File: config.mk
export PLATFORM = sky130hd
export DESIGN_NAME = branch_unit_top
export DESIGN_NICKNAME = d
export VERILOG_FILES = /design/src/branch_pkg.sv /design/src/branch_decode.sv /design/src/tournament_predictor.sv /design/src/branch_execute.sv /design/src/branch_resolve.sv /design/src/branch_unit_top.sv
export SDC_FILE = /design/constraint.sdc
export NUM_CORES = 1
export LEC_CHECK = 0
export BUFFER_PORTS_ARGS = -buffer_cell sky130_fd_sc_hd__buf_2
export CAP_MARGIN = 20
export CELL_PAD_IN_SITES_DETAIL_PLACEMENT = 1
export CELL_PAD_IN_SITES_GLOBAL_PLACEMENT = 2
export CORE_AREA = 5 5 209 211
export DETAILED_ROUTE_END_ITERATION = 8
export DIE_AREA = 0 0 214 216
export GPL_ROUTABILITY_DRIVEN = 1
export PLACE_DENSITY_LB_ADDON = 0.15
export SLEW_MARGIN = 20
export SYNTH_ARGS = -nofsm -noshare
export SYNTH_HDL_FRONTEND = slang
export SYNTH_SLANG_ARGS = --single-unit
File: constraint.sdc
create_clock -name clk_in -period 13.9 [get_ports clk_in]
set_clock_uncertainty 0.05 [all_clocks]
set_input_delay 2.085 -clock clk_in [delete_from_list [all_inputs] [get_ports clk_in]]
set_output_delay 2.085 -clock clk_in [all_outputs]
set_load 0.005 [all_outputs]
File: src/branch_pkg.sv
package branch_pkg;

  ////////////////////////////////////////////////////////////////////////////
  // predictor sizes
  ////////////////////////////////////////////////////////////////////////////

  localparam int LHT_DEPTH = 8;
  localparam int LHT_IX_W  = $clog2(LHT_DEPTH);
  localparam int LHIST_W   = 2;
  localparam int LP_DEPTH  = 2 ** LHIST_W;
  localparam int GHIST_W   = 3;
  localparam int GAC_DEPTH = 2 ** GHIST_W;

  ////////////////////////////////////////////////////////////////////////////
  // rv32i encodings
  ////////////////////////////////////////////////////////////////////////////

  localparam logic [6:0] OP_BRANCH = 7'b1100011;
  localparam logic [6:0] OP_JAL    = 7'b1101111;

  localparam logic [2:0] F3_BEQ  = 3'b000;
  localparam logic [2:0] F3_BNE  = 3'b001;
  localparam logic [2:0] F3_BLT  = 3'b100;
  localparam logic [2:0] F3_BGE  = 3'b101;
  localparam logic [2:0] F3_BLTU = 3'b110;
  localparam logic [2:0] F3_BGEU = 3'b111;

  typedef struct packed {
    logic       imm12;
    logic [5:0] imm10_5;
    logic [4:0] rs2;
    logic [4:0] rs1;
    logic [2:0] funct3;
    logic [3:0] imm4_1;
    logic       imm11;
    logic [6:0] opcode;
  } b_fmt_t;

  typedef struct packed {
    logic       imm20;
    logic [9:0] imm10_1;
    logic       imm11;
    logic [7:0] imm19_12;
    logic [4:0] rd;
    logic [6:0] opcode;
  } j_fmt_t;

  // both views share the opcode in bits [6:0].
  typedef union packed {
    b_fmt_t b;
    j_fmt_t j;
  } instr_u;

  typedef enum logic [1:0] {
    KIND_NONE = 2'd0,
    KIND_COND = 2'd1,
    KIND_JAL  = 2'd2
  } branch_kind_e;

  ////////////////////////////////////////////////////////////////////////////
  // stage records
  ////////////////////////////////////////////////////////////////////////////

  typedef struct packed {
    logic                taken;
    logic                local_taken;
    logic                global_taken;
    logic [LHT_IX_W-1:0] lht_ix;
    logic [LHIST_W-1:0]  lhist;
    logic [GHIST_W-1:0]  ghist;
  } pred_info_t;

  typedef struct packed {
    logic         valid;
    branch_kind_e kind;
    logic [2:0]   funct3;
    logic [31:0]  pc;
    logic [31:0]  target;
    logic [31:0]  rs1;
    logic [31:0]  rs2;
    pred_info_t   pred;
  } decoded_t;

  typedef struct packed {
    logic         valid;
    branch_kind_e kind;
    logic [31:0]  pc;
    logic [31:0]  target;
    logic [31:0]  fall_pc;
    logic         actual_taken;
    pred_info_t   pred;
  } executed_t;

  typedef struct packed {
    logic       valid;
    logic       actual_taken;
    pred_info_t pred;
  } train_t;

  typedef struct packed {
    logic        valid;
    logic [31:0] pc;
    logic        taken;
    logic        mispredict;
    logic [31:0] next_pc;
  } branch_result_t;

endpackage

File: src/branch_decode.sv
`timescale 1ns/10ps
module branch_decode (
  input  logic                    clk_in,
  input  logic                    rst_in,
  input  logic                    instr_valid,
  input  branch_pkg::instr_u      instr,
  input  logic [31:0]             pc,
  input  logic [31:0]             rs1_data,
  input  logic [31:0]             rs2_data,
  output logic [31:0]             lookup_pc,
  input  branch_pkg::pred_info_t  pred,
  output branch_pkg::decoded_t    decoded
);

  branch_pkg::branch_kind_e kind;
  logic [31:0]              b_imm;
  logic [31:0]              j_imm;
  logic [31:0]              imm;

  // the predictor is looked up in the same cycle the instruction arrives.
  assign lookup_pc = pc;

  assign b_imm = {{19{instr.b.imm12}}, instr.b.imm12, instr.b.imm11,
                  instr.b.imm10_5, instr.b.imm4_1, 1'b0};
  assign j_imm = {{11{instr.j.imm20}}, instr.j.imm20, instr.j.imm19_12,
                  instr.j.imm11, instr.j.imm10_1, 1'b0};

  always_comb begin
    kind = branch_pkg::KIND_NONE;
    imm  = b_imm;
    case (instr.b.opcode)
      branch_pkg::OP_BRANCH: begin
        // funct3 values 010 and 011 are not branches.
        case (instr.b.funct3)
          branch_pkg::F3_BEQ, branch_pkg::F3_BNE, branch_pkg::F3_BLT,
          branch_pkg::F3_BGE, branch_pkg::F3_BLTU, branch_pkg::F3_BGEU: begin
            kind = branch_pkg::KIND_COND;
          end
          default: kind = branch_pkg::KIND_NONE;
        endcase
      end
      branch_pkg::OP_JAL: begin
        kind = branch_pkg::KIND_JAL;
        imm  = j_imm;
      end
      default: kind = branch_pkg::KIND_NONE;
    endcase
  end

  always_ff @(posedge clk_in) begin
    if (rst_in) begin
      decoded.valid <= 1'b0;
    end else begin
      decoded.valid  <= instr_valid && (kind != branch_pkg::KIND_NONE);
      decoded.kind   <= kind;
      decoded.funct3 <= instr.b.funct3;
      decoded.pc     <= pc;
      decoded.target <= pc + imm;
      decoded.rs1    <= rs1_data;
      decoded.rs2    <= rs2_data;
      decoded.pred   <= pred;
      // jal is unconditional.
      if (kind == branch_pkg::KIND_JAL) begin
        decoded.pred.taken <= 1'b1;
      end
    end
  end

endmodule

File: src/tournament_predictor.sv
`timescale 1ns/10ps
module tournament_predictor (
  input  logic                    clk_in,
  input  logic                    rst_in,
  input  logic [31:0]             lookup_pc,
  output branch_pkg::pred_info_t  pred,
  input  branch_pkg::train_t      train
);

  logic [branch_pkg::LHIST_W-1:0] local_hist_table [branch_pkg::LHT_DEPTH];
  logic [1:0]                     local_ctr [branch_pkg::LP_DEPTH];
  logic [1:0]                     global_ctr [branch_pkg::GAC_DEPTH];
  logic [1:0]                     choice_ctr [branch_pkg::GAC_DEPTH];
  logic [branch_pkg::GHIST_W-1:0] global_hist;

  logic [branch_pkg::LHT_IX_W-1:0] lht_ix;
  logic [branch_pkg::LHIST_W-1:0]  lhist;
  logic                            local_taken;
  logic                            global_taken;

  // two-bit saturating counter step.
  function automatic logic [1:0] sat_step(input logic [1:0] ctr, input logic up);
    logic [1:0] next;
    next = ctr;
    if (up && ctr != 2'b11) begin
      next = ctr + 2'b01;
    end else if (!up && ctr != 2'b00) begin
      next = ctr - 2'b01;
    end
    return next;
  endfunction

  ////////////////////////////////////////////////////////////////////////////
  // lookup
  ////////////////////////////////////////////////////////////////////////////

  always_comb begin
    lht_ix       = lookup_pc[2 +: branch_pkg::LHT_IX_W];
    lhist        = local_hist_table[lht_ix];
    local_taken  = local_ctr[lhist][1];
    global_taken = global_ctr[global_hist][1];

    pred.lht_ix       = lht_ix;
    pred.lhist        = lhist;
    pred.ghist        = global_hist;
    pred.local_taken  = local_taken;
    pred.global_taken = global_taken;
    // the chooser's top bit selects the global component.
    pred.taken        = choice_ctr[global_hist][1] ? global_taken : local_taken;
  end

  ////////////////////////////////////////////////////////////////////////////
  // training
  ////////////////////////////////////////////////////////////////////////////

  always_ff @(posedge clk_in) begin
    if (rst_in) begin
      for (int i = 0; i < branch_pkg::LHT_DEPTH; i++) begin
        local_hist_table[i] <= '0;
      end
      for (int i = 0; i < branch_pkg::LP_DEPTH; i++) begin
        local_ctr[i] <= 2'b00;
      end
      for (int i = 0; i < branch_pkg::GAC_DEPTH; i++) begin
        global_ctr[i] <= 2'b00;
        choice_ctr[i] <= 2'b00;
      end
      global_hist <= '0;
    end else if (train.valid) begin
      // the update writes the entries that were read at prediction time.
      local_ctr[train.pred.lhist] <=
        sat_step(local_ctr[train.pred.lhist], train.actual_taken);
      global_ctr[train.pred.ghist] <=
        sat_step(global_ctr[train.pred.ghist], train.actual_taken);

      // Only a disagreement tells the chooser anything.
      if (train.pred.local_taken != train.pred.global_taken) begin
        choice_ctr[train.pred.ghist] <= sat_step(choice_ctr[train.pred.ghist],
          train.pred.global_taken == train.actual_taken);
      end

      local_hist_table[train.pred.lht_ix] <=
        {train.pred.lhist[branch_pkg::LHIST_W-2:0], train.actual_taken};
      global_hist <= {global_hist[branch_pkg::GHIST_W-2:0], train.actual_taken};
    end
  end

endmodule

File: src/branch_execute.sv
`timescale 1ns/10ps
module branch_execute (
  input  logic                  clk_in,
  input  logic                  rst_in,
  input  branch_pkg::decoded_t  decoded,
  output branch_pkg::executed_t executed
);

  logic compare_taken;
  logic actual_taken;

  always_comb begin
    case (decoded.funct3)
      branch_pkg::F3_BEQ:  compare_taken = decoded.rs1 == decoded.rs2;
      branch_pkg::F3_BNE:  compare_taken = decoded.rs1 != decoded.rs2;
      branch_pkg::F3_BLT:  compare_taken = $signed(decoded.rs1) < $signed(decoded.rs2);
      branch_pkg::F3_BGE:  compare_taken = $signed(decoded.rs1) >= $signed(decoded.rs2);
      branch_pkg::F3_BLTU: compare_taken = decoded.rs1 < decoded.rs2;
      branch_pkg::F3_BGEU: compare_taken = decoded.rs1 >= decoded.rs2;
      default:             compare_taken = 1'b0;
    endcase
  end

  // jal ignores the compare; its funct3 bits belong to the immediate.
  assign actual_taken = (decoded.kind == branch_pkg::KIND_JAL) ? 1'b1 : compare_taken;

  ////////////////////////////////////////////////////////////////////////////
  // stage register
  ////////////////////////////////////////////////////////////////////////////

  always_ff @(posedge clk_in) begin
    if (rst_in) begin
      executed.valid <= 1'b0;
    end else begin
      executed.valid        <= decoded.valid;
      executed.kind         <= decoded.kind;
      executed.pc           <= decoded.pc;
      executed.target       <= decoded.target;
      executed.fall_pc      <= decoded.pc + 32'd4;
      executed.actual_taken <= actual_taken;
      executed.pred         <= decoded.pred;
    end
  end

endmodule

File: src/branch_resolve.sv
`timescale 1ns/10ps
module branch_resolve (
  input  logic                        clk_in,
  input  logic                        rst_in,
  input  branch_pkg::executed_t       executed,
  output branch_pkg::branch_result_t  result,
  output branch_pkg::train_t          train
);

  logic        is_cond;
  logic        mispredict;
  logic [31:0] next_pc;

  assign is_cond    = executed.kind == branch_pkg::KIND_COND;
  // jal is never counted as mispredicted.
  assign mispredict = is_cond && (executed.pred.taken != executed.actual_taken);
  assign next_pc    = executed.actual_taken ? executed.target : executed.fall_pc;

  ////////////////////////////////////////////////////////////////////////////
  // result and training record
  ////////////////////////////////////////////////////////////////////////////

  always_ff @(posedge clk_in) begin
    if (rst_in) begin
      result <= '0;
    end else begin
      result.valid <= executed.valid;
      // Fields keep the last branch between pulses.
      if (executed.valid) begin
        result.pc         <= executed.pc;
        result.taken      <= executed.actual_taken;
        result.mispredict <= mispredict;
        result.next_pc    <= next_pc;
      end
    end
  end

  always_ff @(posedge clk_in) begin
    if (rst_in) begin
      train.valid <= 1'b0;
    end else begin
      train.valid        <= executed.valid && is_cond;
      train.actual_taken <= executed.actual_taken;
      train.pred         <= executed.pred;
    end
  end

endmodule

File: src/branch_unit_top.sv
`timescale 1ns/10ps
module branch_unit_top (
  input  logic                        clk_in,
  input  logic                        rst_in,
  input  logic                        instr_valid,
  input  logic [31:0]                 instr,
  input  logic [31:0]                 pc,
  input  logic [31:0]                 rs1_data,
  input  logic [31:0]                 rs2_data,
  output branch_pkg::branch_result_t  result
);

  logic [31:0]            lookup_pc;
  branch_pkg::pred_info_t pred;
  branch_pkg::decoded_t   decoded;
  branch_pkg::executed_t  executed;
  branch_pkg::train_t     train;

  branch_decode i_branch_decode (
    .clk_in      (clk_in),
    .rst_in      (rst_in),
    .instr_valid (instr_valid),
    .instr       (instr),
    .pc          (pc),
    .rs1_data    (rs1_data),
    .rs2_data    (rs2_data),
    .lookup_pc   (lookup_pc),
    .pred        (pred),
    .decoded     (decoded)
  );

  tournament_predictor i_tournament_predictor (
    .clk_in    (clk_in),
    .rst_in    (rst_in),
    .lookup_pc (lookup_pc),
    .pred      (pred),
    .train     (train)
  );

  branch_execute i_branch_execute (
    .clk_in   (clk_in),
    .rst_in   (rst_in),
    .decoded  (decoded),
    .executed (executed)
  );

  branch_resolve i_branch_resolve (
    .clk_in   (clk_in),
    .rst_in   (rst_in),
    .executed (executed),
    .result   (result),
    .train    (train)
  );

endmodule

==> flow_summary.json, run 1 <==
{
  "grt_first_pass_wirelength_mm": 63.30,
  "layout-drive-gt1-share_pct": 21.18,
  "cts_root_buf": "sky130_fd_sc_hd__clkbuf_16",
  "outcome": "complete, no violations",
  "final_antenna_net_count": 0,
  "synth_seq_cells": 392,
  "vias_per_cell": 5.146,
  "gp_routability_congestion": 0.7990,
  "tritoncts.num_buffers": 44,
  "cp.required_ns": 14.16,
  "final_core_utilization_pct": 47.44,
  "worst-path-max-fanout": 16,
  "holdCritPathClass": "reg -> reg",
  "total_leakage_power_nw": 7.840,
  "clk_transition_reported_paths_ns": 0.06,
  "layout_setup_ws_ns": 8.377,
  "detailroute.via_count": 10358,
  "cells_traversed_along_the_worst_timing_path": "buf_2 -> nor2b_1 -> nand4_1 -> nor2_2 -> mux2_2 -> ha_1 -> inv_1 -> fa_1 -> nand2b_1 -> a211oi_2 -> o211ai_2 -> a2111oi_4 -> o21ai_4 -> o211ai_2 -> a21oi_2 -> xnor2_1",
  "syn2layout_area_growth_pct": 17.45,
  "postCtsSetupRepairBufs": 0,
  "num_io_pins": 198,
  "slowest_delay_ns": 0.71,
  "wl_mm": 40.55,
  "power.ir.vdd_worst_uv": 87.44,
  "clk-insertion-delay-late_ns": 0.55,
  "tritoncts": "built",
  "synthesis.nets": 1430,
  "reg2reg_slack_ns": 10.71,
  "fin_area_um2": 19720,
  "timing.setup.critical_path_class": "in -> reg",
  "coreArea_um2": 41570,
  "worst_path_most_repeated_cell": "sky130_fd_sc_hd__o211ai_2",
  "layout_min_cycle_time_ns": 5.523,
  "dp.final_hpwl_mm": 29.34,
  "clock_tree.buffer_depth": 3,
  "grt_max_degree": 79,
  "cp_top_family": "compound AO/OA/AOI/OAI gates",
  "final_net_count": 1640,
  "drc": 0,
  "number_of_instances_in_the_synthesized_netlist": 1229,
  "cts_max_level": 2,
  "sequential_area_share_after_synthesis_pct": 65.27,
  "grt_pass1_vias": 10909,
  "synth.area.top_cells": "sky130_fd_sc_hd__edfxtp_1 (56%), sky130_fd_sc_hd__dfxtp_1 (9.7%), sky130_fd_sc_hd__ha_1 (5.1%), sky130_fd_sc_hd__mux2i_1 (4.6%), sky130_fd_sc_hd__nor2_1 (3.2%)",
  "timing_worst_slew_pin_value_ns": 1.002,
  "grt_setup_unrepaired": "no",
  "synth-warning-count": 0,
  "die_w_um": 214,
  "timing_max_transition_violations_final": 0,
  "hold-worst-slack_ns": 0.3651,
  "detail_route.wl_per_cell_um": 20.15,
  "dieHeight_um": 216,
  "grt_remaining_overflow": 0,
  "achievable-frequency_mhz": 181.1,
  "max_cap_viol_count": 0,
  "synthDominantCellAreaShare_pct": 55.61,
  "clock-sinks": 392,
  "postPlaceCellArea_um2": 18370,
  "cp.buffers_inverters": 2,
  "post-synth-top-area-cell": "sky130_fd_sc_hd__edfxtp_1",
  "cp_data_arrival_time_ns": 5.78,
  "syn_area_um2": 16790,
  "slowest_stage": "sky130_fd_sc_hd__nor2_2",
  "final-hold-violation-count": 0,
  "antenna_violations_before_repair": 0,
  "synth.top_cells.by_count": "sky130_fd_sc_hd__edfxtp_1 (311), sky130_fd_sc_hd__nor2_1 (141), sky130_fd_sc_hd__dfxtp_1 (81), sky130_fd_sc_hd__mux2i_1 (78), sky130_fd_sc_hd__ha_1 (69)",
  "placement.io_buffers": 197,
  "postCtsHoldBufs": 0,
  "drt-pass1-iter-count": 5,
  "synth_edf_count": 311,
  "worstSetupStartpointType": "input pin",
  "period_share_pct": 39.73,
  "async_flop_share_pct": 0,
  "row_count": 75,
  "post_cts.resized_instances": 0,
  "relSlewSlack_pct": 33.17,
  "timing.setup.tns_ns": 0,
  "worst_setup_path_end_kind": "register",
  "die_area_um2": 46220,
  "drt_first_iter_violations": 524,
  "powerDensity_nw_per_um2": 138.5,
  "final-setup-viol-count": 0,
  "synth.most_common_cell": "sky130_fd_sc_hd__edfxtp_1",
  "start_util_pct": 40.39,
  "post-place-ws_ns": 7.689,
  "synth_ff_type": "sky130_fd_sc_hd__edfxtp_1",
  "grt_use_total_pct": 17.39,
  "synth_cell_types": 60,
  "synth.avg_cell_area_um2": 13.66
}
## area by class of cell
class	instances	area (µm²)
Fill cell	4271	21850
Sequential cell	392	10960
Multi-Input combinational cell	737	5458
Clock buffer	69	1300
Timing Repair Buffer	204	1041
Tap cell	539	674.4
Inverter	60	232.7
Clock inverter	11	50.05
Antenna cell	1	2.502
## where the power goes
group	internal (W)	switching [W]	leakage, nW
sequential	0.00136	0.0000370	3.74
clock	0.000641	0.000455	0.662
combinational	0.0000999	0.000141	3.44
total	0.00210	0.000634	7.84
## cell families after synthesis
logic type,share of synthesized area [%]
XOR/XNOR,3.182
adder cells (fa/ha/maj),5.260
AO/OA/AOI/OAI,7.242
buffers and inverters,2.243
flip-flops,65.27
multiplexers,7.935
AND/OR/NAND/NOR,8.867
## worst register-to-register path, delay by kind of cell, from the launching register on
family,cells,cell delay [ns]
adder cells (fa/ha/maj),1,0.22
XOR/XNOR,1,0.66
flip-flops,1,0.67
multiplexers,2,0.90
buffers and inverters,1,0.08
AND/OR/NAND/NOR,3,0.33
## worst paths after layout
check / start / to / cells after the start
worst max-delay path: instr[4] / i_branch_decode.decoded[106] / 16
worst min-delay path: i_branch_decode.decoded[78] / i_branch_execute.executed[47] / 0
worst max register to register: register / i_tournament_predictor.global_ctr[4][0] / 8
worst min register to register: i_branch_decode.decoded[78] / i_branch_execute.executed[47] / 0
## layout by cell type (no fill, tap or decap), types with 3 or more instances in the layout
master,Yosys,routed
sky130_fd_sc_hd__nand2b_1,10,10
sky130_fd_sc_hd__nand2_1,67,67
sky130_fd_sc_hd__nand4_1,21,21
sky130_fd_sc_hd__edfxtp_1,311,311
sky130_fd_sc_hd__mux2i_1,78,78
sky130_fd_sc_hd__clkinv_2,0,7
sky130_fd_sc_hd__o21a_1,3,3
sky130_fd_sc_hd__nor2b_1,13,13
sky130_fd_sc_hd__clkbuf_1,30,19
sky130_fd_sc_hd__mux2_2,13,13
sky130_fd_sc_hd__o21ai_0,27,27
sky130_fd_sc_hd__nand3_1,26,26
sky130_fd_sc_hd__a31oi_1,3,3
sky130_fd_sc_hd__xor2_1,21,21
sky130_fd_sc_hd__buf_4,0,8
sky130_fd_sc_hd__dfxtp_1,81,80
sky130_fd_sc_hd__clkbuf_16,0,48
sky130_fd_sc_hd__or2_2,4,4
sky130_fd_sc_hd__buf_2,1,196
sky130_fd_sc_hd__nor2_1,141,140
sky130_fd_sc_hd__a21oi_1,38,38
sky130_fd_sc_hd__o211ai_1,3,3
sky130_fd_sc_hd__nor4_1,5,5
sky130_fd_sc_hd__and2_1,3,3
sky130_fd_sc_hd__and4_1,3,3
sky130_fd_sc_hd__inv_1,60,59
sky130_fd_sc_hd__mux4_2,18,18
sky130_fd_sc_hd__or3_1,4,4
sky130_fd_sc_hd__clkinv_1,0,4
sky130_fd_sc_hd__and3_1,8,8
sky130_fd_sc_hd__ha_1,69,69
sky130_fd_sc_hd__nor3_1,14,14
sky130_fd_sc_hd__xnor2_1,40,40
sky130_fd_sc_hd__a21o_1,33,33
sky130_fd_sc_hd__a211oi_1,35,35
sky130_fd_sc_hd__a41o_1,3,3
## layer usage
metal | vias up | routed length [µm] | global-route usage [%]
met5 | - | 0 | 0
met1 | 5157 | 17520 | 22.27
li1 | 4984 | - | -
met3 | 57 | 1440 | 2.817
met4 | 0 | 964 | 5.282
met2 | 160 | 20630 | 30.57
## through the flow
step                      total power [W]  instances
final                            0.002731       2013
after global routing             0.002857       2012
after CTS                        0.002777       2012
after detailed placement         0.001664       1932
after global placement           0.001658       1932
after floorplan                  0.001582       1229
## registers in the layout, indices dropped and copies added, names as in the netlist, named ones only
name / count
i_tournament_predictor.global_hist: 3
i_tournament_predictor.local_hist_table: 16
i_tournament_predictor.local_ctr: 8
i_branch_resolve.result: 67
i_branch_decode.decoded: 141
i_branch_execute.executed: 105
i_tournament_predictor.global_ctr: 16
i_tournament_predictor.choice_ctr: 16
i_branch_resolve.train: 12
Note: power is estimated with default switching activity, not from simulation.
==> run 2: changes to the inputs <==
CORE_AREA = 5 5 220 222   (was 5 5 209 211)
DIE_AREA = 0 0 225 227   (was 0 0 214 216)
clock period = 4.7 ns   (was 13.9 ns; I/O delays follow)
==> run 2 against run 1 <==
Net effect: core utilization down 4.1 points; largest cell class unchanged; non-clock buffer count rose by 2; wire length grew 3.7%; via count fell by 0.13%.
==> flow_summary.json, run 2 (same netlist as run 1, synthesis figures left out) <==
{
  "outcome": "complete, no violations",
  "cts_root_buf": "sky130_fd_sc_hd__clkbuf_16",
  "cells_traversed_along_the_worst_timing_path": "buf_2 -> nor2b_1 -> nand4_1 -> nor2_2 -> buf_4 -> mux2_2 -> ha_1 -> o21ai_0 -> o21ai_0 -> nand3_1 -> a21oi_1 -> o211a_1 -> nor2_1 -> a21oi_1 -> xor2_1",
  "final-hold-violation-count": 0,
  "final_net_count": 1643,
  "detail_route.wl_per_cell_um": 20.18,
  "layout-drive-gt1-share_pct": 21.99,
  "layout_top_registers": "i_branch_decode.decoded: 141 flops, i_branch_execute.executed: 105 flops, i_branch_resolve.result: 67 flops",
  "internal_portion_of_total_power_w": 0.006481,
  "detailroute.via_count": 10345,
  "netSwitchingPower_w": 0.001926,
  "grt_first_pass_wirelength_mm": 64.59,
  "drt_first_iter_violations": 379,
  "timing_worst_slew_pin_value_ns": 0.8752,
  "largest_reg_flops": 141,
  "power_frac_clock_pct": 42.4,
  "seq_power_share_pct": 49.1,
  "power.ir.vdd_worst_uv": 250.6,
  "worst-path-max-fanout": 4,
  "die_w_um": 225,
  "reg2reg_slack_ns": 1.49,
  "die_area_um2": 51080,
  "worstHoldPathCells": 1,
  "start_util_pct": 36.38,
  "finish.cell_count_without_fillers": 2085,
  "syn2layout_area_growth_pct": 19.11,
  "layout_min_cycle_time_ns": 3.780,
  "dp.final_hpwl_mm": 30.46,
  "cp.depth": 15,
  "slowest_delay_ns": 0.42,
  "dieHeight_um": 227,
  "slowest_stage": "sky130_fd_sc_hd__o21ai_0",
  "grt_setup_unrepaired": "no",
  "critical_path.reg2reg.endpoint": "i_tournament_predictor.choice_ctr[7][0]",
  "mostFrequentLayoutCell": "sky130_fd_sc_hd__edfxtp_1",
  "post-place-ws_ns": 0.2988,
  "clk_transition_reported_paths_ns": 0.06,
  "cts_max_level": 2,
  "sw_frac_of_total_pct": 22.91,
  "cp_top_family": "compound AO/OA/AOI/OAI gates",
  "worst_setup_path_end_kind": "register",
  "clk-insertion-delay-late_ns": 0.57,
  "grt_use_total_pct": 16.36,
  "reg2reg_depth": 7,
  "cp_data_arrival_time_ns": 4.03,
  "period_share_pct": 80.43,
  "tritoncts": "built",
  "drc": 0,
  "wl_mm": 42.07,
  "cp.buffers_inverters": 2,
  "most-common-layout-cells": "sky130_fd_sc_hd__edfxtp_1 (311), sky130_fd_sc_hd__buf_2 (196), sky130_fd_sc_hd__nor2_1 (140)",
  "layout_setup_ws_ns": 0.9198,
  "final_core_utilization_pct": 43.33,
  "antenna_violations_before_repair": 2,
  "worst_hold_path.endpoint": "i_branch_decode.decoded[60]",
  "final_antenna_net_count": 0,
  "max_cap_viol_count": 0,
  "gp_routability_congestion": 0.7650,
  "final-setup-viol-count": 0,
  "power_frac_comb_pct": 8.5,
  "total_leakage_power_nw": 7.937,
  "tritoncts.num_buffers": 45,
  "worstSetupStartpointType": "input pin",
  "vias_per_cell": 4.962,
  "cp.required_ns": 4.95,
  "fin_total_pwr_w": 0.008407,
  "holdCritPathClass": "in -> reg",
  "post_cts.resized_instances": 0,
  "placement.io_buffers": 197,
  "dp_cells": 2002,
  "postCtsHoldBufs": 0,
  "relSlewSlack_pct": 41.65,
  "timing.setup.tns_ns": 0,
  "clock_tree.buffer_depth": 3,
  "regMostFlops": "i_branch_decode.decoded",
  "grt_pass1_vias": 11126,
  "antenna_cells_inserted": 0,
  "achievable-frequency_mhz": 264.5,
  "grt_remaining_overflow": 0,
  "hp-start": "rs1_data[17]",
  "num_io_pins": 198,
  "clock-sinks": 392,
  "grt_max_degree": 123,
  "postCtsSetupRepairBufs": 0,
  "powerDensity_nw_per_um2": 420.3,
  "drt-pass1-iter-count": 5,
  "nFillCells": 4796,
  "row_count": 79,
  "timing.setup.critical_path_class": "in -> reg",
  "coreArea_um2": 46160,
  "timing_max_transition_violations_final": 0
}
## run 2: area by class of cell
type	count	area (µm²)	area share, %
well taps	607	759.5	3.797
repair buffers	206	1069	5.342
flip-flops and latches	392	10960	54.82
clock buffers	71	1376	6.881
clock inverters	12	142.6	0.7131
inverters	60	232.7	1.164
multi-input cells	737	5458	27.29
## run 2: through the flow
stage	hold WS, ns	area (µm²)
after floorplan	0.3503	16790
after global placement	0.3505	18480
after detailed placement	0.3552	18480
after CTS	0.2068	20000
after global routing	0.2177	20000
final	0.2550	20000
## run 2: worst max-delay path by stage
stage	to	startpoint
after floorplan	i_tournament_predictor.choice_ctr[2][0]	rst_in
after global placement	i_branch_decode.decoded[103]	instr[4]
after detailed placement	i_branch_decode.decoded[105]	instr[4]
after CTS	i_branch_decode.decoded[105]	instr[4]
after global routing	i_branch_decode.decoded[105]	instr[4]
final	i_branch_decode.decoded[105]	instr[4]
## run 2: power groups by stage
stage               Combinational, W  Clock, W  Sequential, W
detailed placement          0.000729         0        0.00420
floorplan                   0.000507         0        0.00415
global route                0.000804   0.00384        0.00415
finish                      0.000714   0.00357        0.00413
CTS                         0.000733   0.00369        0.00413
global placement            0.000714         0        0.00420
## run 2: per-layer routing
layer	part of all wire, %	wire length (µm)	global-route usage (%)
met2	52	21750	29.58
met5	0.050	21	0
met1	42	17790	20.12
met4	2.1	872	4.695
met3	3.9	1635	2.953
==> run 3: changes to the inputs <==
clock period = 3.26 ns   (was 4.7 ns; I/O delays follow)
==> run 3 against run 2 <==
Net effect: setup slack got worse by 0.80 ns; critical path depth increased by 3; clock power grew 32%; first-iteration DRC count increased by 21%; sequential share of layout area is 1.6 points lower; sequential cell count did not move; highest routed layer is now met4.
==> flow_summary.json, run 3 (same netlist as run 1, synthesis figures left out) <==
{
  "outcome": "complete, no violations",
  "clk-insertion-delay-late_ns": 0.58,
  "powerDensity_nw_per_um2": 573.7,
  "seq_power_share_pct": 50.2,
  "reg2reg_depth": 9,
  "achievable-frequency_mhz": 318.7,
  "regMostFlops": "i_branch_decode.decoded",
  "power.ir.vdd_worst_uv": 374.8,
  "num_io_pins": 198,
  "layout_min_cycle_time_ns": 3.138,
  "final_core_utilization_pct": 44.66,
  "max_cap_viol_count": 0,
  "timing.setup.critical_path_class": "in -> reg",
  "drc": 0,
  "cp_top_family": "compound AO/OA/AOI/OAI gates",
  "power_frac_comb_pct": 9.9,
  "cts_root_buf": "sky130_fd_sc_hd__clkbuf_16",
  "wl_mm": 42.12,
  "drt-pass1-iter-count": 4,
  "hp-start": "rs1_data[31]",
  "post-place-ws_ns": -0.6224,
  "antenna_violations_before_repair": 1,
  "final-setup-viol-count": 0,
  "finish.cell_count_without_fillers": 2158,
  "placement.io_buffers": 197,
  "clk_transition_reported_paths_ns": 0.06,
  "slowest_delay_ns": 0.33,
  "grt_setup_unrepaired": "yes",
  "die_area_um2": 51080,
  "row_count": 79,
  "cp.required_ns": 3.53,
  "sw_frac_of_total_pct": 23.68,
  "holdCritPathClass": "in -> reg",
  "period_share_pct": 96.25,
  "layout_top_registers": "i_branch_decode.decoded: 141 flops, i_branch_execute.executed: 105 flops, i_branch_resolve.result: 67 flops",
  "cp_data_arrival_time_ns": 3.41,
  "clock_tree.buffer_depth": 3,
  "coreArea_um2": 46160,
  "gp_routability_congestion": 0.7808,
  "largest_reg_flops": 141,
  "mostFrequentLayoutCell": "sky130_fd_sc_hd__edfxtp_1",
  "grt_remaining_overflow": 0,
  "grt_use_total_pct": 16.41,
  "netSwitchingPower_w": 0.002800,
  "tritoncts.num_buffers": 44,
  "clock-sinks": 392,
  "worst_hold_path.endpoint": "i_branch_decode.decoded[74]",
  "dp.final_hpwl_mm": 30.49,
  "timing_worst_slew_pin_value_ns": 0.7705,
  "reg2reg_slack_ns": 0.36,
  "drt_first_iter_violations": 460,
  "grt_pass1_vias": 11294,
  "layout-drive-gt1-share_pct": 25.11,
  "dieHeight_um": 227,
  "final_net_count": 1715,
  "total_leakage_power_nw": 8.246,
  "die_w_um": 225,
  "tritoncts": "built",
  "layout_setup_ws_ns": 0.1222,
  "worstHoldPathCells": 1,
  "vias_per_cell": 4.897,
  "slowest_stage": "sky130_fd_sc_hd__fa_2",
  "syn2layout_area_growth_pct": 22.77,
  "most-common-layout-cells": "sky130_fd_sc_hd__edfxtp_1 (311), sky130_fd_sc_hd__buf_2 (194), sky130_fd_sc_hd__nor2_1 (139)",
  "worst_r2r_startpoint": "i_branch_decode.decoded[5]",
  "power_frac_clock_pct": 39.9,
  "start_util_pct": 36.38,
  "detailroute.via_count": 10568,
  "worstSetupStartpointType": "input pin",
  "timing_max_transition_violations_final": 0,
  "detail_route.wl_per_cell_um": 19.52,
  "relSlewSlack_pct": 48.64,
  "worst_setup_path_end_kind": "register",
  "internal_portion_of_total_power_w": 0.009026,
  "grt_max_degree": 136,
  "dp_cells": 2054,
  "final_antenna_net_count": 0,
  "cells_traversed_along_the_worst_timing_path": "buf_6 -> nor2b_4 -> nand4_1 -> nor2_4 -> buf_6 -> mux2_4 -> ha_4 -> inv_2 -> fa_2 -> nand2b_4 -> a211oi_4 -> o211ai_2 -> a2111oi_4 -> buf_4 -> o21ai_4 -> o211ai_2 -> a21oi_2 -> xnor2_1",
  "critical_path.reg2reg.endpoint": "i_branch_execute.executed[40]",
  "fin_total_pwr_w": 0.01183,
  "grt_first_pass_wirelength_mm": 65.16,
  "worst-path-max-fanout": 5,
  "cts_max_level": 2,
  "cp.buffers_inverters": 4,
  "final-hold-violation-count": 0
}
## run 3: cell count changes in the layout (fill, tap and decap cells not counted), sizes merged
cell         previous run  this run
buf                   206       263
diode                   0         2
clkinvlp                1         0
clkbuf                 71        68
bufinv                  3         1
clkinv                  7        10
dlygate4sd3             0        16
inv                    61        62
## run 3: routing by layer
layer  track usage [%]  vias to the layer above  part of all wire (%)
met4             4.832                        0                   2.2
met1             21.04                     5242                    44
met2             28.40                      147                    51
met5                 0                        -                     0
li1                  -                     5122                     -
met3             3.301                       57                   3.3
## run 3: metrics by stage
stage / hold slack [ns] / instance area (µm²) / setup TNS (ns)
final: 0.04094 / 20620 / 0
after global placement: 0.3519 / 18960 / -7.811
after floorplan: 0.3503 / 16860 / -0.1536
after detailed placement: 0.3561 / 18960 / -9.046
after CTS: 0.00006162 / 20480 / -0.01212
after global routing: 0.002386 / 20610 / -0.05406
## run 3: cell type report
cell class	count	area, µm²
Sequential cell	392	10960
Antenna cell	2	5.005
Fill cell	4766	25540
Clock buffer	68	1242
Timing Repair Buffer	279	1702
Inverter	60	232.7
Tap cell	607	759.5
Clock inverter	13	118.9
Multi-Input combinational cell	737	5592
## run 3: worst max-delay path by stage
stage                   from  cells after the start                      endpoint  slack (ns)
floorplan           instr[6]                     15  i_branch_decode.decoded[106]       -0.08
global placement    instr[4]                     17  i_branch_decode.decoded[106]       -0.58
detailed placement  instr[4]                     18  i_branch_decode.decoded[105]       -0.62
CTS                 instr[4]                     17  i_branch_decode.decoded[102]       -0.01
global route        instr[4]                     18  i_branch_decode.decoded[102]       -0.04
finish              instr[4]                     18  i_branch_decode.decoded[106]        0.12
## run 3: power groups by stage
stage / clock [W] / sequential (W) / combinational, W
after global placement: 0 / 0.00604 / 0.00113
after detailed placement: 0 / 0.00605 / 0.00115
final: 0.00472 / 0.00594 / 0.00117
after CTS: 0.00488 / 0.00595 / 0.00117
after floorplan: 0 / 0.00598 / 0.000741
after global routing: 0.00511 / 0.00598 / 0.00130
## run 3: worst reg2reg max path, stage by stage, from the launching register on
cell and delay [ns]:
sky130_fd_sc_hd__edfxtp_1 0.41, sky130_fd_sc_hd__ha_1 0.23, sky130_fd_sc_hd__and4_1 0.24, sky130_fd_sc_hd__nor2b_1 0.38, sky130_fd_sc_hd__and2b_1 0.24, sky130_fd_sc_hd__and2b_1 0.19, sky130_fd_sc_hd__and4_1 0.29, sky130_fd_sc_hd__nor2b_1 0.34
sky130_fd_sc_hd__nand3_1 0.14, sky130_fd_sc_hd__xnor2_1 0.14
## run 3: repair_timing
action                                  in CTS  in global routing
endpoints found under the setup margin       2                 11
setup buffers                                0                  5
cloned                                       0                  0
pin swaps                                    1                 15
hold buffers                                15                  1
resized for setup                            2                 15
hold endpoints to repair                    15                  1
